`src/hdl/epu_geom_pkg.sv`:
```
package epu_geom_pkg;

    // Macroblock edge in luma pixels
    localparam int MB_SIZE = 16;

    // Four pixels per 32-bit word, so 16 rows of 4 words
    localparam int WORDS_PER_MB = 64;

    // Depth of the line buffer that holds the row above
    localparam int MAX_MB_COLS = 64;

    localparam int MB_IDX_W = 6;
    localparam int DIM_W    = 12;  // Frame width and height inputs

    // Word address, enough for a 1 Mpixel luma plane
    localparam int WB_ADR_W = 18;

    typedef logic [7:0] pixel_t;

    typedef logic [MB_IDX_W-1:0] mb_idx_t;

endpackage : epu_geom_pkg

```
`src/hdl/luma_word_if.sv`:
```
`timescale 1ns/100ps

interface luma_word_if;

    logic        start;       // Begins one macroblock fetch
    logic [31:0] word_data;
    logic        word_valid;
    logic        mb_full;     // Last word of the macroblock is being stored

    modport ctrl (
        output start,
        input  mb_full
    );

    modport reader (
        input  start,
        output word_data,
        output word_valid
    );

    modport fetch (
        input  start,
        input  word_data,
        input  word_valid,
        output mb_full
    );

endinterface : luma_word_if

```
`src/hdl/wb_frame_reader.sv`:
```
`timescale 1ns/100ps

module wb_frame_reader
    import epu_geom_pkg::*;
(
    input  logic                clk,
    input  logic                rst,
    input  logic [DIM_W-1:0]    frame_width_i,
    input  mb_idx_t             mb_x_i,
    input  mb_idx_t             mb_y_i,
    luma_word_if.reader         lw,
    output logic [WB_ADR_W-1:0] wb_adr_o,
    input  logic [31:0]         wb_dat_i,
    output logic                wb_cyc_o,
    output logic                wb_stb_o,
    input  logic                wb_ack_i
);

    logic                            busy;
    logic [$clog2(WORDS_PER_MB)-1:0] word_cnt;
    logic [DIM_W-1:0]                pix_row;
    logic [WB_ADR_W+1:0]             byte_adr;

    // Word k is row k/4, columns 4*(k mod 4) onward
    assign pix_row  = DIM_W'(mb_y_i) * DIM_W'(MB_SIZE) + DIM_W'(word_cnt[5:2]);
    assign byte_adr = (WB_ADR_W+2)'(pix_row) * (WB_ADR_W+2)'(frame_width_i)
                    + (WB_ADR_W+2)'(mb_x_i) * (WB_ADR_W+2)'(MB_SIZE)
                    + (WB_ADR_W+2)'({word_cnt[1:0], 2'b00});
    assign wb_adr_o = byte_adr[WB_ADR_W+1:2];  // Stable while stb is high

    always_ff @(posedge clk) begin
        if (rst) begin
            busy          <= 1'b0;
            word_cnt      <= '0;
            wb_cyc_o      <= 1'b0;
            wb_stb_o      <= 1'b0;
            lw.word_valid <= 1'b0;
        end else begin
            lw.word_valid <= 1'b0;
            if (lw.start) begin
                busy     <= 1'b1;
                word_cnt <= '0;
                wb_cyc_o <= 1'b1;
                wb_stb_o <= 1'b1;
            end else if (wb_stb_o && wb_ack_i) begin
                // Drop the strobe for one idle cycle between reads
                wb_cyc_o      <= 1'b0;
                wb_stb_o      <= 1'b0;
                lw.word_valid <= 1'b1;
                word_cnt      <= word_cnt + 1'b1;
                if (word_cnt == 6'(WORDS_PER_MB - 1))
                    busy <= 1'b0;
            end else if (busy && !wb_stb_o) begin
                wb_cyc_o <= 1'b1;
                wb_stb_o <= 1'b1;
            end
        end
    end

    always_ff @(posedge clk) begin
        if (wb_stb_o && wb_ack_i)
            lw.word_data <= wb_dat_i;
    end

endmodule : wb_frame_reader

```
`src/flat_wrapper.sv`:
```
// flat-port wrapper written by rule: the top's interface ports become plain ports
module wb_frame_reader_flat import epu_geom_pkg::*;
  (clk, rst, frame_width_i, mb_x_i, mb_y_i, wb_adr_o, wb_dat_i, wb_cyc_o, wb_stb_o, wb_ack_i, lw_start, lw_word_data, lw_word_valid);
  luma_word_if lw_i ();
  input  logic clk;
  input  logic rst;
  input  logic [DIM_W-1:0] frame_width_i;
  input  mb_idx_t mb_x_i;
  input  mb_idx_t mb_y_i;
  output logic [WB_ADR_W-1:0] wb_adr_o;
  input  logic [31:0] wb_dat_i;
  output logic wb_cyc_o;
  output logic wb_stb_o;
  input  logic wb_ack_i;
  input wire logic [$bits(lw_i.start)-1:0] lw_start;
  output wire logic [$bits(lw_i.word_data)-1:0] lw_word_data;
  output wire logic [$bits(lw_i.word_valid)-1:0] lw_word_valid;
  assign lw_i.start = lw_start;
  assign lw_word_data = lw_i.word_data;
  assign lw_word_valid = lw_i.word_valid;
  wb_frame_reader u_core (.clk(clk), .rst(rst), .frame_width_i(frame_width_i), .mb_x_i(mb_x_i), .mb_y_i(mb_y_i), .lw(lw_i), .wb_adr_o(wb_adr_o), .wb_dat_i(wb_dat_i), .wb_cyc_o(wb_cyc_o), .wb_stb_o(wb_stb_o), .wb_ack_i(wb_ack_i));
endmodule
```
`config.mk`:
```
export PLATFORM = sky130hd
export DESIGN_NAME = wb_frame_reader_flat
export DESIGN_NICKNAME = d
export VERILOG_FILES = /design/src/hdl/epu_geom_pkg.sv /design/src/hdl/luma_word_if.sv /design/src/hdl/wb_frame_reader.sv /design/src/flat_wrapper.sv
export SDC_FILE = /design/constraint.sdc
export NUM_CORES = 1
export LEC_CHECK = 0
export ABC_AREA = 1
export BUFFER_PORTS_ARGS = -buffer_cell sky130_fd_sc_hd__buf_2
export CAP_MARGIN = 10
export CORE_UTILIZATION = 51
export DETAILED_ROUTE_END_ITERATION = 8
export GPL_TIMING_DRIVEN = 0
export PLACE_DENSITY = 0.77
export SLEW_MARGIN = 10
export SYNTH_ARGS = -nofsm -noshare
export SYNTH_HDL_FRONTEND = slang
export SYNTH_SLANG_ARGS = --single-unit
```
`constraint.sdc`:
```
create_clock -name clk -period 11.6 [get_ports clk]
set_input_delay 0.58 -clock clk [delete_from_list [all_inputs] [get_ports clk]]
set_output_delay 0.58 -clock clk [all_outputs]
set_load 0.01 [all_outputs]
```
==> impl_metrics.yaml <==
drt:
  drt_wl_total_mm: 12.5
  wl_met2_mm: 6.46
  first_iter_violations: 252
  num_vias: 4796
  met1Wirelength_mm: 5.19
  first_pass_iters: 5
  wl_met3_um: 563
  drc: 0
  postRouteAntennaNets: 0
  dr.max_layer_used: "met4"
  wl_per_cell_um: 12.5
  via_per_inst: 4.81
sta:
  finClkSkew_ns: 0.00212
  setup_viol: 0
  fin_ws_ns: 5.75
  final_hold_viol_count: 0
  final.period_utilization_pct: 50.5
  timing.hold.ws_ns: 0.469
  worstMarginPinSlew_ns: 0.698
  clock.fmax_mhz: 171
  slew_viol_final: 0
  rsz0062_at_grt: "false"
  slew_headroom_pct: 53.4
  setup_tns_ns: 0
  period_minus_slack_ns: 5.85
yosys:
  synth_cell_types: 28
  syn_nets: 950
  synth_edf_count: 32
  ys_seq_area_share_pct: 19.4
  avgSynthCellArea_um2: 7.86
  ys_seq_elements: 41
  async_flop_share_pct: 0
  yosys_warnings: 0
  ys.flop_type: "edfxtp_1"
  syn_area_um2: 5880
  synthCells: 748
cells_and_area:
  fin_nets: 1058
  antennaDiodeCount: 0
  area_growth_pct: 14.1
  nFillCells: 981
  final_core_util_pct: 60.8
  drive_gt1_share_pct: 15.4
power_and_ir_drop:
  power.total_uw: 945
  vdd_ir_drop_max_mv: 0.101
  leakage_uw: 0.00404
  power_density_nw_per_um2: 141
floorplan:
  dieArea_um2: 12000
  core_area_um2: 11000
  die_x_um: 109
  ios: 113
  floorplan.initialDensity_pct: 53.3
  die_h_um: 109
  rows: 38
min_path:
  whs_path_depth: 1
  hold_end: "u_core.lw.word_data[26]"
  holdCritStartpoint: "wb_dat_i[26]"
  hold_class: "input port to flip-flop"
setup_path:
  path_class: "input port to primary output"
  crit_arrival_ns: 5.27
  worst_setup_path_start_kind: "input port"
  r2r-end: "u_core.word_cnt[5]"
  cp.required_ns: 11.02
  rr_worst_depth: 7
  r2r_slack_ns: 9.77
  cp_max_fo: 10
  r2r_start: "u_core.wb_stb_o"
  worstSetupEndpointType: "primary output"
clock_tree:
  cts.sinks: 41
  path_clk_slew_ns: 0.06
  htree_levels: 2
  postCtsHoldBufs: 0
  cts_resized: 0
  max-clock-path-buffers: 2
  cts-root-buf: "clkbuf_16"
  post-cts-setup-buffers: 0
  tritoncts: "done"
  clk_latency_ns: 0.28
  cts_buffers: 5
placement:
  gp_congestion: 0.838
  post-dp-hpwl_mm: 10.3
  place_ws_ns: 5.71
  portBuffers: 101
flow_run:
  maxCapViolations: 0
grt:
  antenna_found_initial: 0
  grt_overflow: 0
  grt_pass1_vias: 4716
  track_usage_pct: 23.1
  grt_start_max_net_pins: 37
  grt_pass1_wl_mm: 21.3
run_status:
  run_status: "finished, final reports clean"
-- power by group --
part | total, µW | switching [µW] | internal (µW)
registers | 167 | 1.60 | 165
clock network | 138 | 52.7 | 85.7
logic | 640 | 392 | 248
-- cell usage after synthesis, drive strengths merged, types with 2 or more instances --
cell,count,area share (%)
nand4,3,0.32
buf,4,0.47
inv,230,15
nand3,23,2.0
o21ai,5,0.43
a21oi,18,1.7
dfxtp,9,3.1
and2,2,0.21
xnor2,2,0.30
fa,87,30
nor3,2,0.45
xor2,5,0.74
ha,55,12
nand2,230,15
edfxtp,32,16
clkbuf,20,1.3
nor2,18,1.2
-- routing by layer --
layer | vias up | global-route usage (%)
met5 | - | 0
met4 | 0 | 5.90
met3 | 29 | 3.20
met2 | 127 | 42.7
met1 | 2276 | 28.0
li1 | 2364 | -
-- cell families after synthesis --
logic type	count (synthesis)	share of synthesized area, %
flops	41	19.4
xor+xnor	7	1.04
compound gates	24	2.21
fa+ha+maj	142	41.3
simple gates	279	19.5
buf+inv	255	16.5
-- per-stage QoR --
| step | cells | instance area, µm² |
|---|---|---|
| 3_3_place_gp | 989 | 6560 |
| 3_5_place_dp | 989 | 6560 |
| 4_1_cts | 997 | 6710 |
| 6_report | 997 | 6710 |
| 5_1_grt | 997 | 6710 |
| 2_1_floorplan | 748 | 5880 |
-- flip-flops by register name, indices dropped and copies added, names as in the netlist --
name and count:
u_core.lw.word_valid 1, u_core.word_cnt 6, u_core.lw.word_data 32, u_core.wb_stb_o 1
u_core.busy 1
-- area by class of cell --
cell class	instances	area (µm²)	share of cell area, %
Buffer	24	103	1.53
Sequential cell	41	1140	17.0
Timing Repair Buffer	101	505	7.53
Clock inverter	1	6.26	0.0932
Multi-Input combinational cell	452	3770	56.2
Inverter	231	867	12.9
Tap cell	140	175	2.61
Clock buffer	7	143	2.13
-- cell usage in the layout, fill, tap and decap left out, types with 3 or more instances in the layout --
cell type / Yosys / routed
inv_1: 227 / 227
nand2_1: 221 / 221
buf_2: 1 / 102
fa_1: 87 / 87
ha_1: 55 / 55
edfxtp_1: 32 / 32
nand3_1: 22 / 22
clkbuf_1: 20 / 21
nor2_1: 16 / 16
a21oi_1: 16 / 16
nand2_2: 9 / 9
dfxtp_1: 9 / 9
xor2_1: 5 / 5
clkbuf_16: 0 / 5
o21ai_0: 4 / 4
inv_2: 3 / 3
buf_4: 3 / 3
nand4_1: 3 / 3
-- worst max-delay path, stage by stage --
cell	delay [ns]
buf_2	0.11
clkbuf_1	0.47
nand2_1	0.17
fa_1	0.48
fa_1	0.54
inv_1	0.05
fa_1	0.49
fa_1	0.56
inv_1	0.05
fa_1	0.52
inv_1	0.04
ha_1	0.35
nand2_1	0.14
inv_1	0.05
a21oi_1	0.17
nand2_2	0.12
nand2_1	0.09
nand2_1	0.05
nand2_1	0.05
nand2_1	0.05
buf_2	0.13
-- how the worst max path moves through the flow --
stage	from	slack, ns	end
6_report	mb_y_i[1]	5.75	wb_adr_o[13]
5_1_grt	mb_y_i[1]	5.45	wb_adr_o[17]
4_1_cts	mb_y_i[1]	5.70	wb_adr_o[17]
3_5_place_dp	mb_y_i[1]	5.71	wb_adr_o[17]
3_3_place_gp	mb_y_i[1]	5.80	wb_adr_o[17]
2_1_floorplan	mb_y_i[0]	6.43	wb_adr_o[17]
Note: power is estimated with default switching activity, not from simulation.
