File: src/hdl/epu_geom_pkg.sv
package epu_geom_pkg;

    // Macroblock edge in luma pixels
    localparam int MB_SIZE = 16;

    // Four pixels per 32-bit word, so 16 rows of 4 words
    localparam int WORDS_PER_MB = 64;

    // Depth of the line buffer that holds the row above
    localparam int MAX_MB_COLS = 64;

    localparam int MB_IDX_W = 6;
    localparam int DIM_W    = 12;  // Frame width and height inputs

    // Word address, enough for a 1 Mpixel luma plane
    localparam int WB_ADR_W = 18;

    typedef logic [7:0] pixel_t;

    typedef logic [MB_IDX_W-1:0] mb_idx_t;

endpackage : epu_geom_pkg

File: src/hdl/intra_pkg.sv
package intra_pkg;

    // Mode numbers as in the H.264 Intra16x16 prediction mode
    typedef enum logic [1:0] {
        MODE_VERT = 2'd0,
        MODE_HORZ = 2'd1,
        MODE_DC   = 2'd2
    } intra16_mode_t;

    typedef enum logic [2:0] {
        ST_IDLE,
        ST_FETCH,
        ST_DECIDE,
        ST_REPORT,
        ST_COMMIT
    } ctrl_state_t;

    // Worst case is 256 pixels with a difference of 255 each
    localparam int SAD_W = 16;

    typedef logic [SAD_W-1:0] sad_t;

endpackage : intra_pkg

File: src/hdl/luma_word_if.sv
`timescale 1ns/100ps

interface luma_word_if;

    logic        start;       // Begins one macroblock fetch
    logic [31:0] word_data;
    logic        word_valid;
    logic        mb_full;     // Last word of the macroblock is being stored

    modport ctrl (
        output start,
        input  mb_full
    );

    modport reader (
        input  start,
        output word_data,
        output word_valid
    );

    modport fetch (
        input  start,
        input  word_data,
        input  word_valid,
        output mb_full
    );

endinterface : luma_word_if

File: src/hdl/epu_ctrl.sv
`timescale 1ns/100ps

module epu_ctrl
    import epu_geom_pkg::*, intra_pkg::*;
(
    input  logic             clk,
    input  logic             rst,
    input  logic [DIM_W-1:0] frame_width_i,
    input  logic [DIM_W-1:0] frame_height_i,
    input  logic             start_i,
    input  logic             res_ready_i,
    luma_word_if.ctrl        lw,
    input  logic             decide_done_i,
    output logic             decide_start_o,
    output logic             commit_o,
    output mb_idx_t          mb_x_o,
    output mb_idx_t          mb_y_o,
    output logic             res_valid_o,
    output logic             busy_o,
    output logic             done_o
);

    ctrl_state_t      state;
    ctrl_state_t      state_nxt;
    logic [DIM_W-1:0] mb_cols;
    logic [DIM_W-1:0] mb_rows;
    logic             last_col;
    logic             last_row;
    logic             last_mb;

    assign mb_cols  = frame_width_i / DIM_W'(MB_SIZE);
    assign mb_rows  = frame_height_i / DIM_W'(MB_SIZE);
    assign last_col = (DIM_W'(mb_x_o) == mb_cols - DIM_W'(1));
    assign last_row = (DIM_W'(mb_y_o) == mb_rows - DIM_W'(1));
    assign last_mb  = last_col && last_row;

    assign res_valid_o = (state == ST_REPORT);  // Fields are held by their sources here
    assign commit_o    = (state == ST_COMMIT);
    assign busy_o      = (state != ST_IDLE);

    always_comb begin
        state_nxt = state;
        case (state)
            ST_IDLE:   if (start_i) state_nxt = ST_FETCH;
            ST_FETCH:  if (lw.mb_full) state_nxt = ST_DECIDE;
            ST_DECIDE: if (decide_done_i) state_nxt = ST_REPORT;
            ST_REPORT: if (res_ready_i) state_nxt = ST_COMMIT;
            ST_COMMIT: state_nxt = last_mb ? ST_IDLE : ST_FETCH;
            default:   state_nxt = ST_IDLE;
        endcase
    end

    always_ff @(posedge clk) begin
        if (rst) begin
            state          <= ST_IDLE;
            lw.start       <= 1'b0;
            decide_start_o <= 1'b0;
            done_o         <= 1'b0;
        end else begin
            state          <= state_nxt;
            // Start pulse lands in the first cycle of every fetch
            lw.start       <= (state_nxt == ST_FETCH) && (state != ST_FETCH);
            decide_start_o <= (state == ST_FETCH) && lw.mb_full;
            done_o         <= (state == ST_COMMIT) && last_mb;
        end
    end

    // Raster position, restarted by every new frame
    always_ff @(posedge clk) begin
        if (rst) begin
            mb_x_o <= '0;
            mb_y_o <= '0;
        end else if (state == ST_IDLE && start_i) begin
            mb_x_o <= '0;
            mb_y_o <= '0;
        end else if (state == ST_COMMIT && !last_mb) begin
            if (last_col) begin
                mb_x_o <= '0;
                mb_y_o <= mb_y_o + 1'b1;
            end else begin
                mb_x_o <= mb_x_o + 1'b1;
            end
        end
    end

endmodule : epu_ctrl

File: src/flat_wrapper.sv
// flat-port wrapper written by rule: the top's interface ports become plain ports
module epu_ctrl_flat import epu_geom_pkg::*, intra_pkg::*;
  (clk, rst, frame_width_i, frame_height_i, start_i, res_ready_i, decide_done_i, decide_start_o, commit_o, mb_x_o, mb_y_o, res_valid_o, busy_o, done_o, lw_start, lw_mb_full);
  luma_word_if lw_i ();
  input  logic clk;
  input  logic rst;
  input  logic [DIM_W-1:0] frame_width_i;
  input  logic [DIM_W-1:0] frame_height_i;
  input  logic start_i;
  input  logic res_ready_i;
  input  logic decide_done_i;
  output logic decide_start_o;
  output logic commit_o;
  output mb_idx_t mb_x_o;
  output mb_idx_t mb_y_o;
  output logic res_valid_o;
  output logic busy_o;
  output logic done_o;
  output wire logic [$bits(lw_i.start)-1:0] lw_start;
  input wire logic [$bits(lw_i.mb_full)-1:0] lw_mb_full;
  assign lw_start = lw_i.start;
  assign lw_i.mb_full = lw_mb_full;
  epu_ctrl u_core (.clk(clk), .rst(rst), .frame_width_i(frame_width_i), .frame_height_i(frame_height_i), .start_i(start_i), .res_ready_i(res_ready_i), .lw(lw_i), .decide_done_i(decide_done_i), .decide_start_o(decide_start_o), .commit_o(commit_o), .mb_x_o(mb_x_o), .mb_y_o(mb_y_o), .res_valid_o(res_valid_o), .busy_o(busy_o), .done_o(done_o));
endmodule
File: config.mk
export PLATFORM = sky130hd
export DESIGN_NAME = epu_ctrl_flat
export DESIGN_NICKNAME = d
export VERILOG_FILES = /design/src/hdl/epu_geom_pkg.sv /design/src/hdl/intra_pkg.sv /design/src/hdl/luma_word_if.sv /design/src/hdl/epu_ctrl.sv /design/src/flat_wrapper.sv
export SDC_FILE = /design/constraint.sdc
export NUM_CORES = 1
export LEC_CHECK = 0
export ABC_AREA = 0
export ABC_CLOCK_PERIOD_IN_PS = 5690
export BUFFER_PORTS_ARGS = -buffer_cell sky130_fd_sc_hd__buf_2
export CAP_MARGIN = 5
export CORE_ASPECT_RATIO = 0.6
export CORE_MARGIN = 2
export CORE_UTILIZATION = 30
export CTS_CLUSTER_SIZE = 16
export DETAILED_ROUTE_END_ITERATION = 10
export MAX_ROUTING_LAYER = met4
export PLACE_DENSITY = 0.61
export SLEW_MARGIN = 20
export SYNTH_ARGS = -nofsm -noshare
export SYNTH_HDL_FRONTEND = slang
export SYNTH_SLANG_ARGS = --single-unit
File: constraint.sdc
create_clock -name clk -period 5.69 [get_ports clk]
set_input_delay 1.4225 -clock clk [delete_from_list [all_inputs] [get_ports clk]]
set_output_delay 1.4225 -clock clk [all_outputs]
set_load 0.005 [all_outputs]
==> impl_metrics.toml, run 1 <==
[power]
power_mw = 0.286
pwr-share-clk_pct = 36.6
p_seq_share_pct = 46.1
power.switching_mw = 0.0741
p_int_mw = 0.212
vdd_drop_max_mv = 0.109
p_leak_nw = 0.708
power_density_nw_per_um2 = 170
p_sw_share_pct = 25.9
p_comb_share_pct = 17.4

[timing]
fmax_ghz = 0.260
setup_viol = 0
layout_min_cycle_time_ns = 3.84
slew_violations = 0
fin_setup_tns_ns = 0
fin_skew_ns = 0.00199
min_period_over_period_pct = 67.5
worst_slack_ns = 1.85
rsz0062_at_grt = "false"
worst_pin_slew_ns = 0.479
hold_viol_final = 0
slew_headroom_pct = 68.0

[synthesis]
synth_edf_count = 0
synth_commonest_cells = "18 x dfxtp_1, 11 x a21oi_1, 11 x nor3_1"
synth.cell_area_um2 = 1390
yosysTopAreaCellShare_pct = 26.0
ys_ff_latch = 18
yosysWarnings = 0
avgSynthCellArea_um2 = 8.05
synth_top_area_cell = "dfxtp_1"
postSynthCellCount = 172
synthFlopType = "dfxtp_1"
synthArstFlopShare_pct = 0
synth_cell_type_count = 50
synth-seq-area-share_pct = 26.0
synth_most_common_cell = "dfxtp_1"
syn_nets = 206
ys_top_cells_by_area = "dfxtp_1 26%, xnor2_1 4.4%, a21oi_1 4.0%, nor3_1 4.0%, xor2_1 3.8%"

[clock_tree]
clkLatencyLatePin_ns = 0.25
cts_tree = "built"
clock_tree.buffer_depth = 2
path_clk_slew_ns = 0.07
cts_root_buf = "clkbuf_8"
htreeDepth = 1
clock-sinks = 18
cts_buffers = 3
cts_resized = 0
post_cts_hold_buffer_count = 0
post_cts_buffers = 0

[critical_path]
crit_chain = "buf_2 -> or4_4 -> or4b_1 -> a211o_1 -> a211o_1 -> nor4b_4 -> nand3_1 -> mux2_1"
crit_family = "simple AND/OR/NAND/NOR gates"
worstPathMaxFanout = 7
cpMostUsedCell = "a211o_1"
cp-start-kind = "input pin"
cp.arrival_ns = 3.98
required_ns = 5.83
r2r_slack_ns = 3.32
critPathMaxStageDelay_ns = 0.57
path_buf_inv = 1
endpoint_kind = "flip-flop"
cp_slowest_cell = "or4_4"
crit_type = "in2reg"

[routing]
antenna_left = 0
drc = 0
via_count = 1376
drt-total-wl_mm = 3.32
drt_iter0_drc = 103
wl_per_cell_um = 12.2
viasPerCell = 5.08
first_pass_iters = 4

[grt]
grt_overflow = 0
grt.total_usage_pct = 13.7
grt_max_degree = 14
antenna_found_initial = 0
first_global_vias = 1194
grt_first_pass_wirelength_mm = 5.59

[finish]
fin_cells = 271
stdcell_area_um2 = 1690
multi_input_area_um2 = 968
fin_nets = 243
final_layout_size_suffix_gt1_share_pct = 25.0
register_area_um2 = 360
nFillCells = 493
synthToLayoutAreaGrowth_pct = 21.9
antenna_cells = 0

[floorplan]
start_util_pct = 30.7
die_w_um = 91.7
core_area_um2 = 4520
num_io_pins = 48
dieArea_um2 = 5190
die-height_um = 56.6
rows = 19

[placed_design]
place.port_buffers = 39
dp_hpwl_mm = 2.64
gp_congestion = 0.753
numPlacedInstances = 267
placedInstanceArea_um2 = 1630
pre_cts_ws_ns = 1.59

[job]
cap_violations = 0

[min_path]
hold_path_class = "reg2reg"

[status]
outcome = "complete, no violations"
## area by class of cell
cell class	instances	area share [%]
sequential	18	21.3
tap	63	4.67
timing repair buffer	39	11.6
inverter	8	1.78
clock buffer	4	3.26
multi-input combinational	139	57.4
## per-stage QoR
| step | hold slack [ns] | util [%] |
|---|---|---|
| finish | 0.518 | 37.4 |
| global route | 0.553 | 37.4 |
| CTS | 0.524 | 37.4 |
| detailed placement | 0.515 | 36.1 |
| global placement | 0.504 | 36.1 |
| floorplan | 0.498 | - |
## cells by family after synthesis
logic type	after synthesis	synth area share (%)
adders and majority gates	4	3.61
muxes	3	2.35
xor gates and xnor gates	13	8.22
buffers and inverters	15	4.07
AOI/OAI and AO/OA	41	19.9
DFF	18	26.0
and+or+nand+nor	78	35.9
## cells in the final DEF (no fill, tap or decap), drive strengths merged, types with 3 or more instances in the layout
cell	n
a211o	4
a211oi	3
a21oi	11
buf	39
clkbuf	4
dfxtp	18
ha	4
inv	8
nand2	11
nand2b	5
nand3	4
nand4	5
nor2	10
nor2b	3
nor3	13
nor4b	3
o21ai	8
o31ai	4
or3	3
or4	5
xnor2	7
xor2	6
## path summary, 6_finish.rpt
check / start / to / cells after the start
worst max-delay path: frame_height_i[4] / u_core.mb_y_o[5]$_SDFFE_PP0P_ / 8
worst max register to register: u_core.mb_x_o[3]$_SDFFE_PP0P_ / u_core.mb_y_o[5]$_SDFFE_PP0P_ / 7
worst min register to register: u_core.mb_y_o[4]$_SDFFE_PP0P_ / u_core.mb_y_o[4]$_SDFFE_PP0P_ / 2
worst min-delay path: u_core.mb_y_o[4]$_SDFFE_PP0P_ / u_core.mb_y_o[4]$_SDFFE_PP0P_ / 2
## per-layer routing
metal  track usage, %  share of wire, %
met1             21.3                57
met2             17.3                37
met3             4.16               5.6
met4             1.92              0.36
met5                -                 0
## tightest hold or removal path, cell delays in order, from the launching register on
cell and delay [ns]:
dfxtp_1 0.35, nand2_1 0.07, mux2i_1 0.06
## registers in the layout, summed over array words and instances, names as in the netlist
| register | flops |
|---|---|
| u_core.mb_x_o | 6 |
| u_core.mb_y_o | 6 |
| u_core.state | 3 |
| u_core.decide_start_o | 1 |
| u_core.done_o | 1 |
| u_core.lw.start | 1 |
## power by group through the flow
stage | sequential [mW] | clock [mW] | combinational, mW
after CTS | 0.132 | 0.108 | 0.0499
after detailed placement | 0.135 | 0 | 0.0494
after global routing | 0.132 | 0.114 | 0.0552
after global placement | 0.135 | 0 | 0.0491
after floorplan | 0.132 | 0 | 0.0328
final | 0.132 | 0.105 | 0.0497
(Power assumes the default switching activity.)
==> run 2: changes to the inputs <==
--- a/config.mk
+++ b/config.mk
@@ -6,7 +6,7 @@
 export NUM_CORES = 1
 export LEC_CHECK = 0
 export ABC_AREA = 0
-export ABC_CLOCK_PERIOD_IN_PS = 5690
+export ABC_CLOCK_PERIOD_IN_PS = 3500
 export BUFFER_PORTS_ARGS = -buffer_cell sky130_fd_sc_hd__buf_2
 export CAP_MARGIN = 5
 export CORE_ASPECT_RATIO = 0.6
@@ -15,7 +15,7 @@
 export CTS_CLUSTER_SIZE = 16
 export DETAILED_ROUTE_END_ITERATION = 10
 export MAX_ROUTING_LAYER = met4
-export PLACE_DENSITY = 0.61
+export PLACE_DENSITY = 0.63
 export SLEW_MARGIN = 20
 export SYNTH_ARGS = -nofsm -noshare
 export SYNTH_HDL_FRONTEND = slang
==> constraint.sdc (replaced) <==
create_clock -name clk -period 3.5 [get_ports clk]
set_input_delay 0.875 -clock clk [delete_from_list [all_inputs] [get_ports clk]]
set_output_delay 0.875 -clock clk [all_outputs]
set_load 0.005 [all_outputs]
==> run 2 against run 1 <==
  * Critical path depth rose by 1
  * Largest power group unchanged
  * Power rose by 66%
  * Combinational power rose by 69%
  * Via count rose by 0.73%
  * Critical path type unchanged
  * Sequential power rose by 63%
  * Sequential cell count did not move
  * Design area rose by 2.7%
  * Die area did not move
  * Final cell count rose by 2.2%
==> impl_metrics.toml, run 2 (synthesis gave the netlist of run 1 again) <==
[status]
outcome = "complete, no violations"

[critical_path]
r2r_slack_ns = 1.28
worstPathMaxFanout = 6
cp-start-kind = "input pin"
startpoint = "frame_height_i[4]"
critical_path.endpoint = "u_core.mb_y_o[4]$_SDFFE_PP0P_"
ff2ff_path_depth = 9
cp.arrival_ns = 3.41
crit_type = "in2reg"
r2r-start = "u_core.mb_x_o[3]$_SDFFE_PP0P_"
required_ns = 3.70
timing.rr.end = "u_core.mb_y_o[4]$_SDFFE_PP0P_"
endpoint_kind = "flip-flop"

[grt]
first_global_vias = 1107
grt_max_degree = 14
grt_first_pass_wirelength_mm = 5.35
antenna_found_initial = 0
grt_overflow = 0
grt.total_usage_pct = 13.5

[finish]
nFillCells = 490
antenna_cells = 0
synthToLayoutAreaGrowth_pct = 25.1
final_cell_mix = "39 x buf_2, 18 x dfxtp_1, 11 x nor3_1, 11 x a21oi_1"
final_common_cell = "buf_2"
stdcell_area_um2 = 1730
largestRegisters = "u_core.mb_x_o x6, u_core.mb_y_o x6, u_core.state x3"
multi_input_area_um2 = 968
fin_nets = 249
register_area_um2 = 360
fin_util_pct = 38.4
final_layout_size_suffix_gt1_share_pct = 27.1
fin_cells = 277

[clock_tree]
post_cts_buffers = 0
clock_tree.buffer_depth = 2
cts_root_buf = "clkbuf_8"
htreeDepth = 1
clock-sinks = 18
clkLatencyLatePin_ns = 0.26
cts_buffers = 3
post_cts_hold_buffer_count = 0
cts_tree = "built"
path_clk_slew_ns = 0.07
cts_resized = 0

[placed_design]
placedInstanceArea_um2 = 1680
dp_hpwl_mm = 2.68
numPlacedInstances = 273
place.port_buffers = 39
gp_congestion = 0.763

[timing]
fin_setup_tns_ns = 0
holdWs_ns = 0.529
slew_violations = 0
min_period_over_period_pct = 91.7
slew_headroom_pct = 68.1
setup_viol = 0
fmax_ghz = 0.311
rsz0062_at_grt = "false"
worst_pin_slew_ns = 0.477
fin_skew_ns = 0.00102
layout_min_cycle_time_ns = 3.21
hold_viol_final = 0

[job]
cap_violations = 0

[routing]
antenna_left = 0
m1WireLength_mm = 1.96
drt-total-wl_mm = 3.44
drc = 0
top_layer_used = "met4"
first_pass_iters = 4
viasPerCell = 5.00
via_count = 1386
dr_wl_met3_um = 247
wl_per_cell_um = 12.4
drt_iter0_drc = 66
wl_met2_mm = 1.20

[min_path]
min-delay-start = "u_core.mb_y_o[4]$_SDFFE_PP0P_"
hold_path_class = "reg2reg"

[floorplan]
dieArea_um2 = 5190
start_util_pct = 30.7
rows = 19
core_area_um2 = 4520
die-height_um = 56.6
die_w_um = 91.7
num_io_pins = 48

[power]
power_density_nw_per_um2 = 274
vdd_drop_max_mv = 0.124
p_leak_nw = 0.736
## run 2: changes by cell type in the layout (fill, tap and decap cells not counted)
cell,change
buf_4,+6
## run 2: cell type report
cell class,count,area share [%]
Clock buffer,4,3.18
Inverter,8,1.73
Multi-Input combinational cell,139,55.9
Sequential cell,18,20.8
Tap cell,63,4.55
Timing Repair Buffer,45,13.9
## run 2: metal layers
metal	track usage [%]	vias up
li1	-	735
met1	21.7	600
met2	15.2	46
met3	4.03	5
met4	3.84	0
met5	-	-
## run 2: report_power, final
part | leakage (nW) | switching (mW) | internal (mW) | total (mW)
clock network | 0.0288 | 0.0758 | 0.100 | 0.176
logic | 0.561 | 0.0455 | 0.0384 | 0.0839
registers | 0.146 | 0.00556 | 0.209 | 0.215
## run 2: worst min-delay path by stage
stage / depth (start not counted) / slack [ns] / endpoint
floorplan: 2 / 0.50 / u_core.mb_y_o[4]$_SDFFE_PP0P_
global placement: 2 / 0.51 / u_core.mb_y_o[4]$_SDFFE_PP0P_
detailed placement: 2 / 0.52 / u_core.mb_y_o[1]$_SDFFE_PP0P_
CTS: 2 / 0.54 / u_core.mb_y_o[1]$_SDFFE_PP0P_
global route: 2 / 0.56 / u_core.mb_y_o[1]$_SDFFE_PP0P_
finish: 2 / 0.53 / u_core.mb_y_o[4]$_SDFFE_PP0P_
## run 2: worst max-delay path, stage by stage
cell and delay [ns]:
buf_2 0.13, or4_4 0.53, or4b_1 0.52, a211o_1 0.30, a211o_1 0.39, nor4b_4 0.17, buf_4 0.18, nand4_1 0.12
mux2i_1 0.18
## run 2: stage by stage
step	total power, mW	setup slack, ns
2_1_floorplan	0.268	0.246
3_3_place_gp	0.302	0.0306
3_5_place_dp	0.302	0.0244
4_1_cts	0.480	0.290
5_1_grt	0.500	0.190
6_report	0.474	0.289
==> run 3: changes to the inputs <==
--- a/config.mk
+++ b/config.mk
@@ -15,7 +15,8 @@
 export CTS_CLUSTER_SIZE = 16
 export DETAILED_ROUTE_END_ITERATION = 10
 export MAX_ROUTING_LAYER = met4
-export PLACE_DENSITY = 0.63
+export PLACE_DENSITY = 0.61
+export SKIP_CTS_REPAIR_TIMING = 1
 export SLEW_MARGIN = 20
 export SYNTH_ARGS = -nofsm -noshare
 export SYNTH_HDL_FRONTEND = slang
==> run 3 against run 2 <==
  * Clock skew is 0.00059 ns lower
  * Sequential share of layout area rose by 0.17 points
  * Largest power group unchanged
  * Power down 6.9%
  * Register-to-register slack got worse by 0.08 ns
  * Largest cell class unchanged
  * Critical path depth stayed put
  * First-iteration DRC count decreased by 20%
  * Non-clock buffer count did not move
  * Design area down 0.79%
  * Worst hold slack worse by 0.0019 ns
  * Clock power fell by 19%
  * Sequential power barely moved
==> impl_metrics.toml, run 3 (synthesis gave the netlist of run 1 again) <==
[routing]
drt_iter0_drc = 53
via_count = 1404
antenna_left = 0
wl_per_cell_um = 12.5
first_pass_iters = 4
drt-total-wl_mm = 3.45
drc = 0
viasPerCell = 5.09

[placed_design]
dp_hpwl_mm = 2.72
pre_cts_ws_ns = 0.00165
place.port_buffers = 39
placedInstanceArea_um2 = 1680
gp_congestion = 0.793
numPlacedInstances = 273

[min_path]
hold_path_class = "reg2reg"

[timing]
worst_slack_ns = 0.215
worst_pin_slew_ns = 0.457
slew_violations = 0
setup_viol = 0
hold_viol_final = 0
holdWs_ns = 0.527
fin_skew_ns = 0.000435
layout_min_cycle_time_ns = 3.29
fin_setup_tns_ns = 0
fmax_ghz = 0.304
min_period_over_period_pct = 93.9
rsz0062_at_grt = "false"
slew_headroom_pct = 69.4

[critical_path]
worstPathMaxFanout = 8
crit_type = "in2reg"
cp.arrival_ns = 3.46
cp-start-kind = "input pin"
endpoint_kind = "flip-flop"
required_ns = 3.67

[floorplan]
die-height_um = 56.6
die_w_um = 91.7
dieArea_um2 = 5190
rows = 19
core_area_um2 = 4520
start_util_pct = 30.7
num_io_pins = 48

[grt]
grt_max_degree = 14
antenna_found_initial = 0
grt_overflow = 0
first_global_vias = 1143
grt_first_pass_wirelength_mm = 5.53
grt.total_usage_pct = 13.4

[clock_tree]
cts_buffers = 3
clkLatencyLatePin_ns = 0.25
cts_root_buf = "clkbuf_8"
clock-sinks = 18
htreeDepth = 1
clock_tree.buffer_depth = 2
path_clk_slew_ns = 0.07
cts_tree = "built"

[power]
p_leak_nw = 0.728
power_mw = 0.442
power_density_nw_per_um2 = 257
vdd_drop_max_mv = 0.197

[finish]
fin_nets = 249
fin_util_pct = 38.1
largestRegisters = "u_core.mb_x_o x6, u_core.mb_y_o x6, u_core.state x3"
synthToLayoutAreaGrowth_pct = 24.1
final_common_cell = "buf_2"
antenna_cells = 0
nFillCells = 494
final_cell_mix = "39 x buf_2, 18 x dfxtp_1, 11 x nor3_1, 11 x a21oi_1"
stdcell_area_um2 = 1720
fin_cells = 276
final_layout_size_suffix_gt1_share_pct = 26.8

[status]
outcome = "complete, no violations"

[job]
cap_violations = 0
-- run 3: cell count changes in the layout (fill, tap and decap cells not counted) --
| cell | previous run | this run |
|---|---|---|
| clkbuf_8 | 4 | 3 |
-- run 3: where the power goes --
part | internal [mW] | switching (mW) | leakage (nW)
Clock | 0.0764 | 0.0668 | 0.0216
Sequential | 0.209 | 0.00539 | 0.146
Combinational | 0.0383 | 0.0458 | 0.560
Total | 0.324 | 0.118 | 0.728
-- run 3: worst paths after layout --
kind | slack (ns) | end | depth (start not counted) | startpoint
worst max register to register | 1.20 | u_core.mb_y_o[5]$_SDFFE_PP0P_ | 7 | u_core.mb_x_o[3]$_SDFFE_PP0P_
worst min register to register | 0.53 | u_core.mb_y_o[4]$_SDFFE_PP0P_ | 2 | u_core.mb_y_o[4]$_SDFFE_PP0P_
worst max-delay path | 0.21 | u_core.mb_x_o[4]$_SDFFE_PP0P_ | 9 | frame_height_i[4]
worst min-delay path | 0.53 | u_core.mb_y_o[4]$_SDFFE_PP0P_ | 2 | u_core.mb_y_o[4]$_SDFFE_PP0P_
-- run 3: metal layers --
layer  global-route usage, %  share of wire (%)  up-vias
met5                       -                  0        -
met4                   0.640               0.12        0
met3                    3.49                5.8        2
met2                    17.2                 37       36
met1                    21.5                 57      639
li1                        -                  -      727
-- run 3: final cells by class --
| class | count | area [µm²] | area share [%] |
|---|---|---|---|
| tap | 63 | 78.8 | 4.59 |
| inverter | 8 | 30.0 | 1.75 |
| sequential | 18 | 360 | 21.0 |
| clock buffer | 3 | 41.3 | 2.40 |
| timing repair buffer | 45 | 240 | 14.0 |
| multi-input combinational | 139 | 968 | 56.3 |
-- run 3: critical path, cell delays in order --
cell and delay [ns]:
buf_2 0.12, or4_4 0.53, or4b_1 0.53, a211o_1 0.30, a211o_1 0.35, buf_4 0.17
nor3_4 0.27, o31ai_1 0.12, a21oi_1 0.18
